### src/hdl/cap_pkg.sv
// shared codes for the capture unit; the word address is 12 bits, so byte addresses above 0x3FFF alias
package cap_pkg;

  // --------------------
  // constants
  // --------------------
  // apb word address width, byte address bits [13:2]
  localparam int unsigned cap_addr_w = 12;

  localparam logic [31:0] who_am_i_value = 32'h5A7E_0C01;
  localparam logic [31:0] dead_value     = 32'hDEAD_DEAD;

  // --------------------
  // register indices
  // --------------------
  localparam logic [3:0] reg_who_am_i   = 4'd0;
  localparam logic [3:0] reg_capt_depth = 4'd1;
  localparam logic [3:0] reg_data_w     = 4'd2;
  localparam logic [3:0] reg_trig_mode  = 4'd3;
  localparam logic [3:0] reg_trig_count = 4'd4;
  localparam logic [3:0] reg_capt_count = 4'd5;
  localparam logic [3:0] reg_go         = 4'd6;
  localparam logic [3:0] reg_capt_state = 4'd7;
  localparam logic [3:0] reg_trig_mask1 = 4'd8;
  localparam logic [3:0] reg_trig_mask2 = 4'd9;
  localparam logic [3:0] reg_trig_val1  = 4'd10;
  localparam logic [3:0] reg_trig_val2  = 4'd11;

  // trigger modes, code 3 behaves like single
  localparam logic [1:0] trig_none       = 2'd0;
  localparam logic [1:0] trig_single     = 2'd1;
  localparam logic [1:0] trig_continuous = 2'd2;

  // capture states as seen through the capt_state register
  localparam logic [1:0] st_idle    = 2'd0;
  localparam logic [1:0] st_armed   = 2'd1;
  localparam logic [1:0] st_capture = 2'd2;
  localparam logic [1:0] st_done    = 2'd3;

  // the top bit picks memory over registers, so memory starts at word 2048
  typedef union packed {
    struct packed {
      logic       mem_sel;
      logic [6:0] unused;
      logic [3:0] reg_idx;
    } regs;
    struct packed {
      logic        mem_sel;
      logic [10:0] mem_idx;
    } mem;
  } cap_addr_u;

endpackage

### src/hdl/cap_cfg_if.sv
// configuration and status between register block, trigger detector and capture engine; data_w <= 32
`timescale 1ns/1ps

interface cap_cfg_if #(
  parameter int data_w = 16
);

  // set over apb
  logic [1:0]        trig_mode;
  logic              go;
  logic [data_w-1:0] trig_mask1;
  logic [data_w-1:0] trig_mask2;
  logic [data_w-1:0] trig_val1;
  logic [data_w-1:0] trig_val2;

  // reported back by the engine, both events are single-cycle pulses
  logic              trig_event;
  logic              capt_done;
  logic [1:0]        state;

  modport regs_mp (
    output trig_mode, go, trig_mask1, trig_mask2, trig_val1, trig_val2,
    input  trig_event, capt_done, state
  );

  modport detect_mp (
    input trig_mask1, trig_mask2, trig_val1, trig_val2
  );

  modport engine_mp (
    input  trig_mode, go,
    output trig_event, capt_done, state
  );

endinterface

### src/hdl/cap_ram.sv
// capture memory with one write port and a registered read; contents are undefined after power-up
`timescale 1ns/1ps

module cap_ram #(
  parameter int data_w     = 16,
  parameter int capt_depth = 16
) (
  input  logic                          clk,
  input  logic                          wr_en_i,
  input  logic [$clog2(capt_depth)-1:0] wr_addr_i,
  input  logic [data_w-1:0]             wr_data_i,
  input  logic [$clog2(capt_depth)-1:0] rd_addr_i,
  output logic [data_w-1:0]             rd_data_o
);

  logic [data_w-1:0] mem [capt_depth];

  // read and write may hit the same word, the read then returns the old data
  always_ff @(posedge clk) begin
    if (wr_en_i) begin
      mem[wr_addr_i] <= wr_data_i;
    end
    rd_data_o <= mem[rd_addr_i];
  end

endmodule

### src/hdl/trig_detect.sv
// two-stage masked compare for edge triggers; hit and data lag din_i by two register stages
`timescale 1ns/1ps

module trig_detect #(
  parameter int data_w = 16
) (
  input  logic              clk,
  input  logic              rst,
  input  logic [data_w-1:0] din_i,
  cap_cfg_if.detect_mp      cfg,
  output logic              hit_o,
  output logic [data_w-1:0] data_o
);

  logic [data_w-1:0] din_d;
  logic [data_w-1:0] din_dd;
  logic              match1;
  logic              match2;

  // --------------------
  // delay line
  // --------------------
  // din_d is the newer sample, din_dd the one before it
  always_ff @(posedge clk) begin
    din_d  <= din_i;
    din_dd <= din_d;
  end

  // a cleared mask bit makes that bit a don't care
  assign match1 = ((din_dd ^ cfg.trig_val1) & cfg.trig_mask1) == '0;
  assign match2 = ((din_d ^ cfg.trig_val2) & cfg.trig_mask2) == '0;

  // --------------------
  // output stage
  // --------------------
  // the hit travels with the sample that completed the edge
  always_ff @(posedge clk) begin
    if (rst) begin
      hit_o <= 1'b0;
    end else begin
      hit_o <= match1 && match2;
    end
  end

  always_ff @(posedge clk) begin
    data_o <= din_d;
  end

endmodule

### src/hdl/cap_engine.sv
// capture fsm; the trigger sample lands at word 0 and there is no pre-trigger history
`timescale 1ns/1ps

module cap_engine #(
  parameter int data_w     = 16,
  parameter int capt_depth = 16
) (
  input  logic                          clk,
  input  logic                          rst,
  input  logic                          hit_i,
  input  logic [data_w-1:0]             data_i,
  cap_cfg_if.engine_mp                  cfg,
  output logic                          wr_en_o,
  output logic [$clog2(capt_depth)-1:0] wr_addr_o,
  output logic [data_w-1:0]             wr_data_o
);

  import cap_pkg::*;

  localparam int aw = $clog2(capt_depth);
  localparam logic [aw-1:0] last_addr = aw'(capt_depth - 1);

  logic [1:0]    state;
  logic [1:0]    state_n;
  logic [aw-1:0] wr_addr;
  logic [aw-1:0] wr_addr_n;
  logic          done;
  logic          restart;

  // every sample goes straight to memory and the fsm only picks where and when
  assign wr_data_o = data_i;

  // continuous mode throws away a partial fill on each new trigger
  assign restart = (cfg.trig_mode == trig_continuous) && hit_i;

  // --------------------
  // next state
  // --------------------
  always_comb begin
    state_n   = state;
    wr_addr_n = wr_addr;
    wr_en_o   = 1'b0;
    wr_addr_o = wr_addr;
    done      = 1'b0;
    case (state)
      st_idle: begin
        wr_addr_n = '0;
        if (cfg.go) begin
          state_n = (cfg.trig_mode == trig_none) ? st_capture : st_armed;
        end
      end
      st_armed: begin
        if (hit_i) begin
          wr_en_o   = 1'b1;
          wr_addr_o = '0;
          wr_addr_n = aw'(1);
          state_n   = st_capture;
        end
      end
      st_capture: begin
        wr_en_o = 1'b1;
        if (restart) begin
          wr_addr_o = '0;
          wr_addr_n = aw'(1);
        end else if (wr_addr == last_addr) begin
          done      = 1'b1;
          wr_addr_n = '0;
          state_n   = (cfg.trig_mode == trig_continuous) ? st_armed : st_done;
        end else begin
          wr_addr_n = wr_addr + aw'(1);
        end
      end
      // st_done just holds until go is dropped
      default: ;
    endcase
    // dropping go aborts whatever is running
    if (!cfg.go) begin
      state_n = st_idle;
    end
  end

  always_ff @(posedge clk) begin
    if (rst) begin
      state   <= st_idle;
      wr_addr <= '0;
    end else begin
      state   <= state_n;
      wr_addr <= wr_addr_n;
    end
  end

  // --------------------
  // status to registers
  // --------------------
  assign cfg.state      = state;
  assign cfg.capt_done  = done;
  // only triggers that matter to a running capture are counted
  assign cfg.trig_event = hit_i && cfg.go && (cfg.trig_mode != trig_none);

  // a fill starts at word 0 and every later write follows the one just before it
  a_wr_legal : assert property (@(posedge clk) disable iff (rst)
    wr_en_o && (wr_addr_o != '0) |->
      $past(wr_en_o) && (wr_addr_o == $past(wr_addr_o) + aw'(1)));

  // a finished fill writes the top word right after the word below it
  a_done_last : assert property (@(posedge clk) disable iff (rst)
    done |-> wr_en_o && (wr_addr_o == last_addr) && $past(wr_en_o) &&
             ($past(wr_addr_o) == last_addr - aw'(1)));

endmodule

### src/hdl/cap_regs.sv
// apb slave; expects one transfer at a time and memory indices past capt_depth alias back into the array
`timescale 1ns/1ps

module cap_regs #(
  parameter int data_w     = 16,
  parameter int capt_depth = 16
) (
  input  logic                          clk,
  input  logic                          rst,
  input  logic [31:0]                   paddr_i,
  input  logic                          pwrite_i,
  input  logic [31:0]                   pwdata_i,
  input  logic                          psel_i,
  input  logic                          penable_i,
  output logic                          pready_o,
  output logic [31:0]                   prdata_o,
  cap_cfg_if.regs_mp                    cfg,
  output logic [$clog2(capt_depth)-1:0] ram_rd_addr_o,
  input  logic [data_w-1:0]             ram_rd_data_i
);

  import cap_pkg::*;

  localparam int aw = $clog2(capt_depth);

  cap_addr_u   addr;
  logic        setup;
  logic        mem_rd_pend;
  logic [31:0] trig_count;
  logic [31:0] capt_count;
  logic [31:0] reg_rdata;

  // word address, the byte lanes are ignored
  assign addr  = paddr_i[cap_addr_w+1:2];
  // a transfer is taken in its setup phase only
  assign setup = psel_i && !penable_i;

  // the ram sees the address during setup and answers one edge later
  assign ram_rd_addr_o = addr.mem.mem_idx[aw-1:0];

  // --------------------
  // register readback
  // --------------------
  always_comb begin
    reg_rdata = dead_value;
    // anything with the padding bits set is unmapped
    if (addr.regs.unused == '0) begin
      case (addr.regs.reg_idx)
        reg_who_am_i:   reg_rdata = who_am_i_value;
        reg_capt_depth: reg_rdata = 32'(capt_depth);
        reg_data_w:     reg_rdata = 32'(data_w);
        reg_trig_mode:  reg_rdata = {30'd0, cfg.trig_mode};
        reg_trig_count: reg_rdata = trig_count;
        reg_capt_count: reg_rdata = capt_count;
        reg_go:         reg_rdata = {31'd0, cfg.go};
        reg_capt_state: reg_rdata = {30'd0, cfg.state};
        reg_trig_mask1: reg_rdata = 32'(cfg.trig_mask1);
        reg_trig_mask2: reg_rdata = 32'(cfg.trig_mask2);
        reg_trig_val1:  reg_rdata = 32'(cfg.trig_val1);
        reg_trig_val2:  reg_rdata = 32'(cfg.trig_val2);
        default:        reg_rdata = dead_value;
      endcase
    end
  end

  // --------------------
  // control and counters
  // --------------------
  always_ff @(posedge clk) begin
    if (rst) begin
      pready_o       <= 1'b0;
      mem_rd_pend    <= 1'b0;
      cfg.trig_mode  <= trig_none;
      cfg.go         <= 1'b0;
      cfg.trig_mask1 <= '0;
      cfg.trig_mask2 <= '0;
      cfg.trig_val1  <= '0;
      cfg.trig_val2  <= '0;
      trig_count     <= '0;
      capt_count     <= '0;
    end else begin
      pready_o    <= 1'b0;
      mem_rd_pend <= 1'b0;
      // counting comes first so a register write below overrides it
      if (cfg.trig_event) begin
        trig_count <= trig_count + 32'd1;
      end
      if (cfg.capt_done) begin
        capt_count <= capt_count + 32'd1;
      end
      if (setup) begin
        if (pwrite_i) begin
          // writes to memory or read-only slots still complete, they just do nothing
          pready_o <= 1'b1;
          if (!addr.regs.mem_sel && addr.regs.unused == '0) begin
            case (addr.regs.reg_idx)
              reg_trig_mode:  cfg.trig_mode  <= pwdata_i[1:0];
              reg_trig_count: trig_count     <= pwdata_i;
              reg_capt_count: capt_count     <= pwdata_i;
              reg_go:         cfg.go         <= pwdata_i[0];
              reg_trig_mask1: cfg.trig_mask1 <= pwdata_i[data_w-1:0];
              reg_trig_mask2: cfg.trig_mask2 <= pwdata_i[data_w-1:0];
              reg_trig_val1:  cfg.trig_val1  <= pwdata_i[data_w-1:0];
              reg_trig_val2:  cfg.trig_val2  <= pwdata_i[data_w-1:0];
              default: ;
            endcase
          end
        end else if (addr.mem.mem_sel) begin
          // memory reads wait one more cycle for the registered ram output
          mem_rd_pend <= 1'b1;
        end else begin
          pready_o <= 1'b1;
        end
      end
      if (mem_rd_pend) begin
        pready_o <= 1'b1;
      end
    end
  end

  // read data is only meaningful while pready_o is high
  always_ff @(posedge clk) begin
    if (setup && !pwrite_i && !addr.regs.mem_sel) begin
      prdata_o <= reg_rdata;
    end
    if (mem_rd_pend) begin
      prdata_o <= 32'(ram_rd_data_i);
    end
  end

  // each transfer gets exactly one ready pulse, never a stretched one
  a_pready_pulse : assert property (@(posedge clk) disable iff (rst) pready_o |=> !pready_o);

endmodule

### src/hdl/wave_capture.sv
// capture unit top; data_w must be at most 32 and capt_depth a power of two from 2 to 2048
`timescale 1ns/1ps

module wave_capture #(
  parameter int data_w     = 16,
  parameter int capt_depth = 16
) (
  input  logic              clk,
  input  logic              rst,
  input  logic [data_w-1:0] din_i,
  input  logic [31:0]       paddr_i,
  input  logic              pwrite_i,
  input  logic [31:0]       pwdata_i,
  input  logic              psel_i,
  input  logic              penable_i,
  output logic              pready_o,
  output logic [31:0]       prdata_o,
  output logic              pslverr_o
);

  localparam int aw = $clog2(capt_depth);

  logic              hit;
  logic [data_w-1:0] trig_data;
  logic              wr_en;
  logic [aw-1:0]     wr_addr;
  logic [data_w-1:0] wr_data;
  logic [aw-1:0]     rd_addr;
  logic [data_w-1:0] rd_data;

  // the slave never signals an error
  assign pslverr_o = 1'b0;

  cap_cfg_if #(.data_w(data_w)) cfg ();

  // --------------------
  // register block
  // --------------------
  cap_regs #(.data_w(data_w), .capt_depth(capt_depth)) u_regs (
    .clk           (clk),
    .rst           (rst),
    .paddr_i       (paddr_i),
    .pwrite_i      (pwrite_i),
    .pwdata_i      (pwdata_i),
    .psel_i        (psel_i),
    .penable_i     (penable_i),
    .pready_o      (pready_o),
    .prdata_o      (prdata_o),
    .cfg           (cfg.regs_mp),
    .ram_rd_addr_o (rd_addr),
    .ram_rd_data_i (rd_data)
  );

  // --------------------
  // datapath
  // --------------------
  trig_detect #(.data_w(data_w)) u_detect (
    .clk    (clk),
    .rst    (rst),
    .din_i  (din_i),
    .cfg    (cfg.detect_mp),
    .hit_o  (hit),
    .data_o (trig_data)
  );

  cap_engine #(.data_w(data_w), .capt_depth(capt_depth)) u_engine (
    .clk       (clk),
    .rst       (rst),
    .hit_i     (hit),
    .data_i    (trig_data),
    .cfg       (cfg.engine_mp),
    .wr_en_o   (wr_en),
    .wr_addr_o (wr_addr),
    .wr_data_o (wr_data)
  );

  cap_ram #(.data_w(data_w), .capt_depth(capt_depth)) u_ram (
    .clk       (clk),
    .wr_en_i   (wr_en),
    .wr_addr_i (wr_addr),
    .wr_data_i (wr_data),
    .rd_addr_i (rd_addr),
    .rd_data_o (rd_data)
  );

endmodule

### config.mk
export PLATFORM = sky130hd
export DESIGN_NAME = wave_capture
export DESIGN_NICKNAME = d
export VERILOG_FILES = /design/src/hdl/cap_pkg.sv /design/src/hdl/cap_cfg_if.sv /design/src/hdl/cap_ram.sv /design/src/hdl/trig_detect.sv /design/src/hdl/cap_engine.sv /design/src/hdl/cap_regs.sv /design/src/hdl/wave_capture.sv
export SDC_FILE = /design/constraint.sdc
export NUM_CORES = 1
export LEC_CHECK = 0
export ABC_CLOCK_PERIOD_IN_PS = 8900
export BUFFER_PORTS_ARGS = -buffer_cell sky130_fd_sc_hd__buf_2
export CAP_MARGIN = 20
export CORE_UTILIZATION = 30
export CTS_BUF_LIST = sky130_fd_sc_hd__clkbuf_16
export DETAILED_ROUTE_END_ITERATION = 8
export PLACE_DENSITY = 0.42
export SLEW_MARGIN = 20
export SYNTH_ARGS = -nofsm -noshare
export SYNTH_HDL_FRONTEND = slang
export SYNTH_SLANG_ARGS = --single-unit
### constraint.sdc
create_clock -name clk -period 8.9 [get_ports clk]
set_clock_uncertainty 0.05 [all_clocks]
set_input_delay 0.89 -clock clk [delete_from_list [all_inputs] [get_ports clk]]
set_output_delay 0.89 -clock clk [all_outputs]
set_load 0.05 [all_outputs]
Yosys cells after proc, flatten, opt, wreduce, memory -nomap -nowiden
Memory sizes are Yosys's and may differ from the RTL's. A register that Yosys moved wholly into a read port is not among the register bits. Index checks and enable logic that the tools add are counted.

Memory bits (writable): 256. Register bits after elaboration: 204. Output and inout bits: 34. Bits of input ports: 85. Logic and storage cells: 115. Memories kept: 1.

Memory list: u_ram.mem (depth 16, bits a word 16, read ports 1, clocked after Yosys merged registers in 1, wr ports 1, RTL line cap_ram.sv:16) `logic [data_w-1:0] mem [capt_depth];`.

Reduce and logical (&&, ||, !) cells: 31. $add $sub $neg: 3. Eq/ne operators: 18. Multiplexer cells: 39. Bitwise gates (word level): 6.

Operators with widths (number): two-way mux 32 bit (11); one-hot mux 32 bit (11 select lines) (1); adder 32 x 1 -> 32 bit (second input constant) (2); AND 16 bit (2); logical NOT 16 bit (2); two-way mux 16 bit (2); bitwise XOR 16 bit (2); AND reduction 4 bit (7); equality test 4 bit (second input constant) (5); two-way mux 4 bit (5); equality test 4 x 3 -> 1 bit (second input constant) (4); one-hot mux 4 bit (3 select lines) (1); two-way mux 1 bit (11); two-way mux 2 bit (5); equality test 4 x 2 -> 1 bit (second input constant) (2); logical AND 1 bit (8); one-hot mux 4 bit (2 select lines) (1); logical NOT 7 bit (1); one-hot mux 2 bit (3 select lines) (1); adder 4 x 1 -> 4 bit (second input constant) (1); equality test 2 bit (second input constant) (2); equality test 4 x 1 -> 1 bit (second input constant) (1); logical NOT 2 bit (2); logical NOT 4 bit (1); other kinds (11) (17).

Longest topological paths before layout
Depth after elaboration: 9. Gate-level depth with buffers: 8.

By module
A second synthesis with hierarchy kept.

Cell total of the unflattened synthesis: 1582. Area, all modules: 20039.2 um^2.

By module, submodules not included: cap_ram (instances 1, sequential area each 8007.7 um^2, cells an instance 432, area an instance 10043.4 um^2); cap_regs (instances 1, sequential area each 3463.3 um^2, cells an instance 983, area an instance 8259.2 um^2); trig_detect (instances 1, sequential area each 660.6 um^2, cells an instance 86, area an instance 1106.1 um^2); cap_engine (instances 1, sequential area each 120.1 um^2, cells an instance 79, area an instance 619.3 um^2); wave_capture (instances 1, sequential area each 0.0 um^2, cells an instance 2, area an instance 11.3 um^2).

Worst setup path after synthesis
Ideal clock, no wire load.

Path kind: register to register. From: register u_engine.state[1] (netlist: u_engine.cfg.state[1]). To: memory u_ram.mem[4][0] (enable). Data arrival time: 2.815 ns. Buffers on the path: 1. Period minus slack after synthesis: 3.295 ns. Stages on the path, launching flop included: 6. Setup slack: 5.605 ns. Required time: 8.420 ns. Cells stage by stage: dfxtp_1 > ha_1 > clkbuf_1 > o21ai_0 > nor2b_1 > nor4_1.

Cells in the longest elaborated chain, start to end: 4. Elaborated cells on any way between the ends: 6.

Ends and longest elaborated chain: start, declared (RTL line cap_engine.sv:23) `logic [1:0] state;`; start signal, assigned (RTL line cap_engine.sv:84) `state <= st_idle;`; start signal, assigned (RTL line cap_engine.sv:87) `state <= state_n;`; equality test 2 bit / equality test 2 x 1 -> 1 bit (equally long branches) (RTL line cap_engine.sv:45) `case (state)`; one-hot mux 1 bit (2 select lines) (RTL line cap_engine.sv:45); two-way mux 1 bit (RTL line cap_ram.sv:20) `if (wr_en_i) begin`; two-way mux 1 bit (implied by the code) (RTL line cap_ram.sv:21) `mem[wr_addr_i] <= wr_data_i;`; end, declared (RTL line cap_ram.sv:16).

Several ways; a longest one is shown, not always the timed one.

Final worst setup path
From: input paddr_i[8]. To: register u_regs.prdata_o[1] (data pin).

Cells in the longest elaborated chain, start to end: 4.

Ends and longest elaborated chain: start, declared (RTL line wave_capture.sv:11) `input logic [31:0] paddr_i,`; logical NOT 7 bit (RTL line cap_regs.sv:47) `if (addr.regs.unused == '0) begin`; two-way mux 32 bit (RTL line cap_regs.sv:47); two-way mux 16 bit (RTL line cap_regs.sv:123) `if (setup && !pwrite_i && !addr.regs.mem_sel) begin`; two-way mux 16 bit (RTL line cap_regs.sv:126) `if (mem_rd_pend) begin`; end signal, assigned (RTL line cap_regs.sv:124) `prdata_o <= reg_rdata;`; end signal, assigned (RTL line cap_regs.sv:127) `prdata_o <= 32'(ram_rd_data_i);`; end, declared (RTL line cap_regs.sv:16) `output logic [31:0] prdata_o,`.

No other way between the ends. The select of a mux whose other input is x is not followed. A chain may end at the register's enable or synchronous reset.

==> impl_results.md <==
* Status: completed
* Critical Path AT at 3.97 ns
* Area contributors post-synth: edfxtp_1, dfxtp_1, mux4_2, nand2_1, a211oi_1
* CTS root buf: clkbuf_16
* I/O pins at 119
* Syn avg cell area at 12.66 sq um
* CTS Buf Count at 55
* Iteration-0 DRC Markers at 1127
* Total Routing Usage GR at 18.58%
* Final hold vios at 0
* Port Buffers at 97
* Area growth syn-to-layout at 16.24%
* Max H-tree Level at 2
* Clk buf depth at 3
* Hold_buf cts at 0
* Largest net degree at the start of global routing at roughly 80
* Fin Hold WS at ~0.31 ns
* Clock Power Share at 45.5%
* Via density at 5.171
* Total routed wirelength at 62300 um
* Critical-path top delay cell: nor2_1
* Reg clk slew, reported paths at 0.06 ns
* Slew @ Worst Pin at ~1.0 ns
* Yosys warns at 0
* Residual DRC count at 0
* Cts repair resizes at 0
* Vias in the first global route at 13171
* CP Capture Type: flop
* Synthesized flop and latch total at around 480
* Synth top area share at 41.32%
* HP Class: input pin to flop
* Logic pwr share at 4.8%
* # setup viols final at 0
* Clock latency on the worst-skew pair at roughly 0.63 ns
* Top_reg_cell synth: edfxtp_1
* Wirelength per Cell at 24.48 um
* Final net count at around 1700
* Worst VDD drop at around 0.14 mV
* Fin crit share at between 40% and 50%
* Antenna violations before repair at 2
* Die footprint at 0.06692 sq mm
* Initial core utilization at ~30%
* Synth unique cells at 55
* Switching fraction of total power at 23.57%
* ANT cells at 0
* Critical Path RT at 9.30 ns
* Synth Cell Area at a little under 0.02 sq mm
* Fmax at 0.2798 GHz
* Drt first pass iters at 5
* Share of cells above drive strength 1 at 19.11%
* Clock sinks at 476
* Final Util at a little over a third
* Internal power at approximately 3.7 mW
* Gpl congestion at 0.8319
* Asr flop ratio synth at 0%
* DIE HEIGHT at about 260 um
* CP max stage delay at 1.09 ns
* Antenna viol nets, final at 0
* Setup TNS Final at 0 ns
* CP cell instances: buf_2, nor4_1, nand3_1, nor2_1, a32o_1
* Slew Viols, Final at 0
* Detail Placement HPWL at between 40000 and 50000 um
* Core box area at 0.06481 sq mm
* Row cnt at 93
* Type of the worst setup path: input pin to flop
* Chip width at 258.7 um
* Post-synthesis sequential area ratio at 61.98%
* Syn_nets at 1653
* Post-Syn Instances at 1562
* Grt total ovfl at 0
* P_leak at between 7 and 8 nW
* Startpoint class of the critical path: input pin
* Setup repair after global routing missed its margin: no
* Tmin final at 3.574 ns
* Sequential share of power at 49.7%
* Post-synth EDFFs at 272
* Slew headroom at 31.78%
* Switch Pwr at around 1.1 mW
* Worst Path Max Fanout at 17
* Setup bufs post-CTS at 0
* Cell taking the most area after synthesis: edfxtp_1
* PwrDens at 209.1 mW/mm^2
* TritonCTS clock tree: yes
* First-pass GRT wire length at 90710 um
* Max cap viols at 0
* Vias at 13160
==> power by group through the flow <==
| stage | clock, mW | sequential [mW] | combinational, mW |
|---|---|---|---|
| finish | 2.19 | 2.39 | 0.230 |
| global route | 2.34 | 2.39 | 0.243 |
| CTS | 2.25 | 2.39 | 0.233 |
| detailed placement | 0 | 2.44 | 0.233 |
| global placement | 0 | 2.43 | 0.233 |
| floorplan | 0 | 2.47 | 0.104 |
==> cell type report <==
cell class | count | area [sq um]
Tap cell | 855 | 1070
Multi-Input combinational cell | 962 | 7108
Clock buffer | 57 | 1426
Inverter | 22 | 82.58
Fill cell | 6312 | 41840
Sequential cell | 476 | 12250
Clock inverter | 47 | 322.8
Timing Repair Buffer | 126 | 714.4
==> synth_stat cells (all sizes together) (27+ instances only) <==
cell / count
a211oi: 73
a21oi: 94
a22oi: 41
buf: 36
clkbuf: 66
dfxtp: 204
edfxtp: 272
mux4: 80
nand2: 185
nand3: 34
nor2: 129
nor3: 28
nor4: 27
xnor2: 40
xor2: 52
==> worst paths after layout <==
path | slack, ns | to | startpoint | cells after the start
max | 5.33 | u_regs.prdata_o[1] | paddr_i[8] | 5
min | 0.31 | u_detect.din_d[3] | din_i[3] | 1
max reg2reg | 5.85 | u_ram.mem[8][12] | u_detect.hit_o | 6
min reg2reg | 0.31 | u_detect.din_dd[6] | u_detect.din_d[6] | 0
==> flip-flops by register name, indices dropped and copies added, names as in the netlist <==
register	count
u_regs.prdata_o	32
u_regs.cfg.trig_mode	2
u_regs.cfg.go	1
u_detect.hit_o	1
u_regs.capt_count	32
u_regs.cfg.trig_mask1	16
u_regs.cfg.trig_val2	16
u_detect.din_dd	16
u_ram.mem	256
u_detect.din_d	16
u_regs.cfg.trig_mask2	16
u_regs.pready_o	1
u_regs.trig_count	32
u_regs.cfg.trig_val1	16
u_regs.mem_rd_pend	1
u_engine.cfg.state	2
u_ram.rd_data_o	16
u_engine.wr_addr	4
==> metrics by stage <==
step           worst slack [ns]  cell area (sq um)  cells  power [mW]
2_1_floorplan             5.605              19770   1562       2.569
6_report                  5.326              22980   2545       4.805
4_1_cts                   5.172              22980   2545       4.873
5_1_grt                   4.995              22980   2545       4.977
3_5_place_dp              4.506              21230   2441       2.669
3_3_place_gp              4.536              21220   2441       2.668
==> worst max-delay path: cells and delay by family <==
| kind | cells | cell delay [ns] |
|---|---|---|
| AND/OR/NAND/NOR | 3 | 2.64 |
| AO/OA/AOI/OAI | 1 | 0.33 |
| buffers and inverters | 1 | 0.09 |
==> metal layers <==
layer	up-vias	track usage, %	routed length, um
met5	-	0	0
met1	6681	24.66	27240
li1	6037	-	-
met3	100	2.670	2715
met4	0	5.260	1547
met2	342	31.49	30800
==> cell families (layout without fill, tap and decap cells) <==
logic type / count (synthesis) / count (layout) / share of synthesized area [%]
compound gates: 270 / 270 / 9.134
fa+ha+maj: 6 / 6 / 0.3798
xor+xnor: 92 / 92 / 4.076
mux: 104 / 104 / 10.37
simple gates: 489 / 489 / 11.47
other cells: 1 / 1 / 0.01897
buf+inv: 124 / 252 / 2.570
flops: 476 / 476 / 61.98
==> cells in the final DEF, fill, tap and decap left out, types with 11 or more instances in the layout <==
cell       count
a21oi_1       94
clkinv_2      12
a211oi_1      73
a22oi_1       41
nand4_1       25
nand3_1       34
edfxtp_1     272
nor2_1       115
nand2_1      183
clkbuf_16     57
xnor2_1       40
dfxtp_1      203
clkinv_1      15
nor4_1        23
o22ai_1       14
mux2i_1       17
buf_4         31
nor3_1        22
buf_2         94
xor2_1        52
and3_1        11
inv_1         34
mux4_2        80
(Power assumes the default switching activity.)
